<file path="config.mk">
export PLATFORM = sky130hd
export DESIGN_NAME = core
export DESIGN_NICKNAME = d
export VERILOG_FILES = /design/src/rtl/corePkg.sv /design/src/rtl/instrMem.sv /design/src/rtl/pcCounter.sv /design/src/rtl/coreCtrl.sv /design/src/rtl/decoder.sv /design/src/rtl/alu.sv /design/src/rtl/regFile.sv /design/src/rtl/core.sv
export SDC_FILE = /design/constraint.sdc
export NUM_CORES = 2
export LEC_CHECK = 0
export CORE_MARGIN = 8
export CORE_UTILIZATION = 55
export CTS_CLUSTER_DIAMETER = 200
export CTS_CLUSTER_SIZE = 30
export DETAILED_ROUTE_END_ITERATION = 12
export DONT_BUFFER_PORTS = 1
export GPL_TIMING_DRIVEN = 0
export PLACE_DENSITY = 0.72
export SLEW_MARGIN = 10
export SYNTH_ARGS = -nofsm -noshare
export SYNTH_HDL_FRONTEND = slang
export SYNTH_SLANG_ARGS = --single-unit
export TNS_END_PERCENT = 1
</file>
<file path="constraint.sdc">
create_clock -name clk -period 7.1 [get_ports clk]
set_input_delay 0 -clock clk [delete_from_list [all_inputs] [get_ports clk]]
set_output_delay 0 -clock clk [all_outputs]
set_load 0.05 [all_outputs]
</file>
<file path="src/rtl/corePkg.sv">
`default_nettype none

package corePkg;

    // datapath and instruction width
    localparam int XLEN = 32;
    // register index width and register count
    localparam int REG_IDX = 5;
    localparam int AMT_REG = 32;

    // word-addressed program storage
    localparam int MEM_ADDR_BITS = 6;
    localparam int MEM_DEPTH = 64;

    // the two major opcodes still decoded
    typedef enum logic [6:0] {
        OPC_OP    = 7'b0110011,
        OPC_OPIMM = 7'b0010011
    } opcode_t;

    // one state per instruction phase
    typedef enum logic [1:0] {
        FETCH,
        DECODE,
        EXECUTE,
        WRITEBACK
    } ctrlState_t;

    typedef enum logic [3:0] {
        ADD, SUB, XOR, OR, AND, SLT, SLTU, SLL, SRL, SRA
    } aluOp_t;

    // decoded operation, held from DECODE until writeback
    typedef struct packed {
        aluOp_t               aluOp;
        logic [REG_IDX-1:0]   rd;
        logic [REG_IDX-1:0]   rs1;
        logic [REG_IDX-1:0]   rs2;
        logic [XLEN-1:0]      imm;
        logic                 useImm;
        logic                 wrEn;
    } decodedOp_t;

    // register write as seen outside the core
    typedef struct packed {
        logic                 en;
        logic [REG_IDX-1:0]   idx;
        logic [XLEN-1:0]      val;
    } regWrite_t;

    // program load port into instruction storage
    typedef struct packed {
        logic                     en;
        logic [MEM_ADDR_BITS-1:0] addr;
        logic [XLEN-1:0]          data;
    } progWrite_t;

endpackage

`default_nettype wire

</file>
<file path="src/rtl/instrMem.sv">
`timescale 1ns/10ps
`default_nettype none

module instrMem (
    input  logic                                clk,
    input  logic                                rst,
    input  corePkg::progWrite_t                 progWrite,
    input  logic [corePkg::MEM_ADDR_BITS-1:0]   rdAddr,
    input  logic                                memRdEn,
    output logic [corePkg::XLEN-1:0]            instr
);
    import corePkg::*;

    // one word per instruction
    logic [XLEN-1:0] mem [MEM_DEPTH];

    // program load port, open at any time
    always_ff @(posedge clk) begin
        if (progWrite.en) begin
            mem[progWrite.addr] <= progWrite.data;
        end
    end

    // registered read, word shows up the cycle after memRdEn
    // a same-cycle write to rdAddr returns the old word
    always_ff @(posedge clk) begin
        if (rst) begin
            // all-zero word decodes as unknown, so no stray write
            instr <= '0;
        end else if (memRdEn) begin
            instr <= mem[rdAddr];
        end
    end

endmodule

`default_nettype wire

</file>
<file path="src/rtl/pcCounter.sv">
`timescale 1ns/10ps
`default_nettype none

module pcCounter (
    input  logic                                clk,
    input  logic                                rst,
    input  logic                                step,
    output logic [corePkg::MEM_ADDR_BITS-1:0]   pc
);
    import corePkg::*;

    // word address, one step per retired instruction
    always_ff @(posedge clk) begin
        if (rst) begin
            pc <= '0;
        end else if (step) begin
            // wrap at the top of storage so the program loops
            if (pc == MEM_ADDR_BITS'(MEM_DEPTH - 1)) begin
                pc <= '0;
            end else begin
                pc <= pc + 1'b1;
            end
        end
    end

endmodule

`default_nettype wire

</file>
<file path="src/rtl/coreCtrl.sv">
`timescale 1ns/10ps
`default_nettype none

module coreCtrl (
    input  logic                clk,
    input  logic                rst,
    input  logic                run,
    output corePkg::ctrlState_t state,
    output logic                memRdEn,
    output logic                irLoad,
    output logic                opLoad,
    output logic                resLoad,
    output logic                wbEn,
    output logic                step
);
    import corePkg::*;

    ctrlState_t stateNext;

    // fixed four-phase walk, run only gates the start of an instruction
    always_comb begin
        stateNext = state;
        case (state)
            FETCH: begin
                // hold here while run is low
                if (run) begin
                    stateNext = DECODE;
                end
            end
            DECODE: begin
                stateNext = EXECUTE;
            end
            EXECUTE: begin
                stateNext = WRITEBACK;
            end
            default: begin
                stateNext = FETCH;
            end
        endcase
    end

    always_ff @(posedge clk) begin
        if (rst) begin
            state <= FETCH;
        end else begin
            state <= stateNext;
        end
    end

    // read only when the instruction actually starts
    assign memRdEn = (state == FETCH) && run;
    // decode phase latches the raw word and its decoded op together
    assign irLoad  = (state == DECODE);
    assign opLoad  = (state == DECODE);
    assign resLoad = (state == EXECUTE);
    assign wbEn    = (state == WRITEBACK);
    // pc moves on as the instruction retires
    assign step    = (state == WRITEBACK);

endmodule

`default_nettype wire

</file>
<file path="src/rtl/decoder.sv">
`timescale 1ns/10ps
`default_nettype none

module decoder (
    input  logic                        clk,
    input  logic                        rst,
    input  logic                        opLoad,
    input  logic [corePkg::XLEN-1:0]    instr,
    output corePkg::decodedOp_t         op
);
    import corePkg::*;

    logic [2:0] funct3;
    logic       altBit;
    logic       isR;
    logic       known;
    decodedOp_t opNext;

    assign funct3 = instr[14:12];
    // funct7 bit 30 picks sub and arithmetic shift
    assign altBit = instr[30];
    assign isR    = (instr[6:0] == OPC_OP);

    always_comb begin
        opNext     = '0;
        opNext.rd  = instr[11:7];
        opNext.rs1 = instr[19:15];
        opNext.rs2 = instr[24:20];
        // I-type immediate, sign-extended from bit 31
        opNext.imm = {{(XLEN-12){instr[31]}}, instr[31:20]};

        // funct3 map shared by both forms
        case (funct3)
            3'b000:  opNext.aluOp = (isR && altBit) ? SUB : ADD;
            3'b001:  opNext.aluOp = SLL;
            3'b010:  opNext.aluOp = SLT;
            3'b011:  opNext.aluOp = SLTU;
            3'b100:  opNext.aluOp = XOR;
            3'b101:  opNext.aluOp = altBit ? SRA : SRL;
            3'b110:  opNext.aluOp = OR;
            default: opNext.aluOp = AND;
        endcase

        case (instr[6:0])
            OPC_OP: begin
                // bit 30 only legal on sub and sra
                known = !altBit || (funct3 == 3'b000) || (funct3 == 3'b101);
                opNext.useImm = 1'b0;
            end
            OPC_OPIMM: begin
                // addi has no sub form, bit 30 is just immediate there
                known = 1'b1;
                opNext.useImm = 1'b1;
            end
            default: begin
                known = 1'b0;
            end
        endcase

        // unknown words and rd 0 retire without a write
        opNext.wrEn = known && (opNext.rd != '0);
    end

    always_ff @(posedge clk) begin
        if (rst) begin
            op <= '0;
        end else if (opLoad) begin
            op <= opNext;
        end
    end

endmodule

`default_nettype wire

</file>
<file path="src/rtl/alu.sv">
`timescale 1ns/10ps
`default_nettype none

module alu (
    input  logic                        clk,
    input  logic                        rst,
    input  logic                        resLoad,
    input  corePkg::decodedOp_t         op,
    input  logic [corePkg::XLEN-1:0]    rs1Val,
    input  logic [corePkg::XLEN-1:0]    rs2Val,
    output logic [corePkg::XLEN-1:0]    result
);
    import corePkg::*;

    logic [XLEN-1:0]         opB;
    logic [$clog2(XLEN)-1:0] shamt;
    logic [XLEN-1:0]         resNext;

    // immediate form or register form
    assign opB   = op.useImm ? op.imm : rs2Val;
    // shifts only look at the low 5 bits
    assign shamt = opB[$clog2(XLEN)-1:0];

    always_comb begin
        case (op.aluOp)
            ADD:     resNext = rs1Val + opB;
            SUB:     resNext = rs1Val - opB;
            XOR:     resNext = rs1Val ^ opB;
            OR:      resNext = rs1Val | opB;
            AND:     resNext = rs1Val & opB;
            SLT:     resNext = XLEN'($signed(rs1Val) < $signed(opB));
            SLTU:    resNext = XLEN'(rs1Val < opB);
            SLL:     resNext = rs1Val << shamt;
            SRL:     resNext = rs1Val >> shamt;
            SRA:     resNext = $unsigned($signed(rs1Val) >>> shamt);
            default: resNext = '0;
        endcase
    end

    // result held for the writeback phase
    always_ff @(posedge clk) begin
        if (rst) begin
            result <= '0;
        end else if (resLoad) begin
            result <= resNext;
        end
    end

endmodule

`default_nettype wire

</file>
<file path="src/rtl/regFile.sv">
`timescale 1ns/10ps
`default_nettype none

module regFile (
    input  logic                        clk,
    input  logic                        rst,
    input  logic                        wbEn,
    input  corePkg::decodedOp_t         op,
    input  logic [corePkg::XLEN-1:0]    result,
    output logic [corePkg::XLEN-1:0]    rs1Val,
    output logic [corePkg::XLEN-1:0]    rs2Val,
    output corePkg::regWrite_t          regWrite
);
    import corePkg::*;

    logic [XLEN-1:0] regs [AMT_REG];
    logic            wrStrobe;

    // decoder already drops rd 0 from wrEn
    assign wrStrobe = wbEn && op.wrEn;

    always_ff @(posedge clk) begin
        if (rst) begin
            for (int i = 0; i < AMT_REG; i++) begin
                regs[i] <= '0;
            end
        end else if (wrStrobe && (op.rd != '0)) begin
            regs[op.rd] <= result;
        end
    end

    // x0 is hardwired to zero on both read ports
    assign rs1Val = (op.rs1 == '0) ? '0 : regs[op.rs1];
    assign rs2Val = (op.rs2 == '0) ? '0 : regs[op.rs2];

    // same strobe leaves the core
    assign regWrite = '{en: wrStrobe, idx: op.rd, val: result};

endmodule

`default_nettype wire

</file>
<file path="src/rtl/core.sv">
`timescale 1ns/10ps
`default_nettype none

module core (
    input  logic                clk,
    input  logic                rst,
    input  logic                run,
    input  corePkg::progWrite_t progWrite,
    output corePkg::regWrite_t  regWrite
);
    import corePkg::*;

    // sequencer enables
    logic memRdEn;
    logic irLoad;
    logic opLoad;
    logic resLoad;
    logic wbEn;
    logic step;

    logic [MEM_ADDR_BITS-1:0] pc;
    logic [XLEN-1:0]          instr;
    logic [XLEN-1:0]          ir;
    logic [XLEN-1:0]          irNext;
    decodedOp_t               op;
    logic [XLEN-1:0]          rs1Val;
    logic [XLEN-1:0]          rs2Val;
    logic [XLEN-1:0]          result;

    // state output is only watched from outside
    coreCtrl ctrl0 (
        .clk     (clk),
        .rst     (rst),
        .run     (run),
        .state   (),
        .memRdEn (memRdEn),
        .irLoad  (irLoad),
        .opLoad  (opLoad),
        .resLoad (resLoad),
        .wbEn    (wbEn),
        .step    (step)
    );

    pcCounter pc0 (
        .clk  (clk),
        .rst  (rst),
        .step (step),
        .pc   (pc)
    );

    instrMem mem0 (
        .clk       (clk),
        .rst       (rst),
        .progWrite (progWrite),
        .rdAddr    (pc),
        .memRdEn   (memRdEn),
        .instr     (instr)
    );

    // instruction register, holds the word in flight
    // decoder sees the incoming word so the op is ready for EXECUTE
    assign irNext = irLoad ? instr : ir;

    always_ff @(posedge clk) begin
        ir <= irNext;
    end

    decoder dec0 (
        .clk    (clk),
        .rst    (rst),
        .opLoad (opLoad),
        .instr  (irNext),
        .op     (op)
    );

    alu alu0 (
        .clk     (clk),
        .rst     (rst),
        .resLoad (resLoad),
        .op      (op),
        .rs1Val  (rs1Val),
        .rs2Val  (rs2Val),
        .result  (result)
    );

    regFile rf0 (
        .clk      (clk),
        .rst      (rst),
        .wbEn     (wbEn),
        .op       (op),
        .result   (result),
        .rs1Val   (rs1Val),
        .rs2Val   (rs2Val),
        .regWrite (regWrite)
    );

endmodule

`default_nettype wire

</file>
==> impl_metrics.ini <==
[die]
fp-row-count = 189
ios = 80
die_y_um = 532
core_area_mm2 = 0.265
die_w_um = 532
dieArea_mm2 = 0.283
initial_core_util = 0.553

[synthesis]
synth_common_cells = edfxtp_1, mux4_2, and2_1
yosysUniqueCellTypes = 102
ys_ff_latch = 3196
synth_top_area_share = 0.629
seq_area_frac_synth = 0.646
yosysTopAreaCell = edfxtp_1
ys.flop_type = edfxtp_1
syn_inst = 8469
netlist_area_mm2 = 0.147
avgSynthCellArea_um2 = 17.3
synth_area_leaders = edfxtp_1, mux4_2, and2_1, mux2i_1, dfxtp_1
async_reset_ff_frac = 0
synth_edf_count = 3072
synth_warnings = 0
yosys.cell_count.top_type = edfxtp_1

[critical_path]
cp.required_ns = 7.84
critPathLaunchType = register
path_class = reg -> reg
critPathCaptureType = register
critPathMaxFanout = 10
arrival_ns = 7.91

[global_routing]
track_usage = 0.383
grt_pass1_vias = 87400
grt_pass1_wl_mm = 742
grt_antenna_before_repair = 38
overflow = 0
grt_max_degree = 65

[placed_design]
port-buffer-count = 0
gp_congestion = 1.06
detailed_place_hpwl_mm = 382
placed_cell_area_mm2 = 0.154

[outcome]
failed_checks = capacitance limit, slew limit, setup timing
run_status = complete, but fails checks

[cells_and_area]
multi_input_area_mm2 = 0.0492
area_growth_pct = 8.57
seq_area_mm2 = 0.0948
design_area_mm2 = 0.159
final_layout_size_suffix_gt1_frac = 0.217
fillCellCount = 19200
nets = 8924

[power]
p_int_w = 0.0276
p_leak_nw = 49.6
swShare = 0.322
vdd_drop_max_v = 0.000268
p_sw_w = 0.0131
clock_power_share = 0.218
p_per_area_mw_per_mm2 = 256
finalPower_w = 0.0408
seq_power_share = 0.524
pwr-share-comb = 0.258

[hold_path]
hp-class = in -> reg
hold_path_startpoint = progWrite[28]

[detailed_routing]
drt_iter0_drc = 17600
dr.pass1.iters = 11
num_vias = 90500
final_antenna_net_count = 0
wire_per_inst_um = 44.7
routed_wl_mm = 553
via_per_inst = 7.31
drc = 0

[clocking]
clkTransAtPathRegs_ns = 0.12
htree_levels = 3
clk_path_buf_depth = 3
cts_sinks = 3196
clk-insertion-delay-late_ns = 0.94
cts_buffers = 116
cts_tree = built
cts-root-buf = clkbuf_16

[sta]
fmax_mhz = 140
fin_hold_ws_ns = 0.0554
fin_crit_sh = 1.01
tightest_slew_ns = 1.54
setup_violations = 4
rsz0062_at_grt = no
slew_violations = 27
slew_headroom = -0.0282
period_needed_ns = 7.17
fin_skew_ns = 0.107
fin_ws_ns = -0.0654
hold_viol = 0

[run]
cap_violations = 3
## sequential cells by signal, summed over array words and instances, names as in the netlist, named ones only
name         cells
dec0.op         28
mem0.instr      32
ir              14
mem0.mem      2048
pc0.pc           6
ctrl0.state      2
rf0.regs      1024
alu0.result     32
## metal layers
layer,share of wire,wire length (µm),global-route usage
met5,0.00030,167,0.000169
met4,0.10,55900,0.293
met3,0.13,73900,0.119
met2,0.44,242000,0.571
met1,0.33,181000,0.472
## cells in the final DEF (no fill, tap or decap), drive strengths merged, types with 16 or more instances in the layout
master / netlist / layout
xnor2: 17 / 17
a21o: 26 / 26
o22ai: 27 / 27
mux2: 58 / 58
nand4: 20 / 20
o21ai: 139 / 139
a211oi: 40 / 40
nor2: 286 / 286
inv: 106 / 107
a22oi: 73 / 73
and3: 23 / 23
clkbuf: 433 / 584
mux2i: 349 / 349
dfxtp: 124 / 124
a221oi: 31 / 31
ha: 104 / 104
o211ai: 33 / 33
nand2: 316 / 316
o21bai: 16 / 16
mux4: 1168 / 1168
and2: 1018 / 1018
a31oi: 26 / 26
nor2b: 35 / 35
nor3: 50 / 50
nand3: 65 / 65
diode: 0 / 26
dlygate4sd3: 0 / 35
buf: 257 / 385
a21oi: 235 / 235
conb: 1 / 32
edfxtp: 3072 / 3072
or2: 38 / 38
nand2b: 45 / 45
## power groups by stage
stage | Clock, W | Sequential, W | Combinational (W)
finish | 0.00888 | 0.0214 | 0.0105
global route | 0.00936 | 0.0214 | 0.0106
CTS | 0.00878 | 0.0214 | 0.00993
detailed placement | 0 | 0.0218 | 0.00942
global placement | 0 | 0.0218 | 0.00932
floorplan | 0 | 0.0216 | 0.00567
## per-stage QoR
step                      instances  utilization  setup TNS, ns  setup WS (ns)
after floorplan                8500            -              0           1.12
after global placement        12000        0.570         -57.73          -2.88
after detailed placement      12100        0.580         -57.39          -2.85
after CTS                     12400        0.599              0       0.000837
after global routing          12400        0.600              0        0.00225
final                         12400        0.600         -0.136        -0.0654
## cell families after synthesis
logic type               synth area share
AO/OA/AOI/OAI                      0.0379
XOR/XNOR                          0.00125
adder cells (fa/ha/maj)           0.00915
buffers and inverters              0.0249
flip-flops                          0.646
multiplexers                        0.208
other                           0.0000256
AND/OR/NAND/NOR                    0.0722
## cell type report
cell class,count,area share
clock buffer,157,0.0192
multi-input combinational,4502,0.309
tap,3533,0.0278
antenna,26,0.000409
timing repair buffer,169,0.0212
buffer,680,0.0226
clock inverter,10,0.00160
sequential,3196,0.595
inverter,111,0.00262
## worst max-delay path: stages (launching register included)
cell and delay (ns):
dfxtp_1 0.34, buf_6 0.32, buf_6 0.33, buf_6 0.31, buf_6 0.37, buf_6 0.35
mux4_2 0.40, mux4_2 0.50, mux2i_2 0.42, or2_2 0.25, ha_1 0.20, inv_1 0.07
fa_1 0.45, nor2b_1 0.16, o21a_1 0.21, nor3_1 0.11, nand3b_1 0.13, o31a_1 0.15
o32ai_1 0.09, a221oi_1 0.58, o21ai_0 0.18, a2111oi_1 0.55, o311ai_1 0.28, a22o_1 0.26
## what timing repair did
| item | in CTS | in global routing |
|---|---|---|
| resized for setup | 135 | 75 |
| hold buffers | 67 | 0 |
| endpoints found under the hold margin | 2087 | 0 |
| setup buffers | 8 | 7 |
| endpoints found under the setup margin | 29 | 21 |
| pin swaps | 6 | 5 |
## final timing paths
path / end / slack (ns) / depth (start not counted)
worst max-delay path: alu0.result[4]$_SDFFE_PP0P_ / -0.07 / 23
worst min register to register: register / 0.46 / 2
worst min-delay path: mem0.mem[62][28]$_DFFE_PP_ / 0.06 / 2
worst max register to register: alu0.result[4]$_SDFFE_PP0P_ / -0.07 / 23
Note: power is estimated with default switching activity, not from simulation.
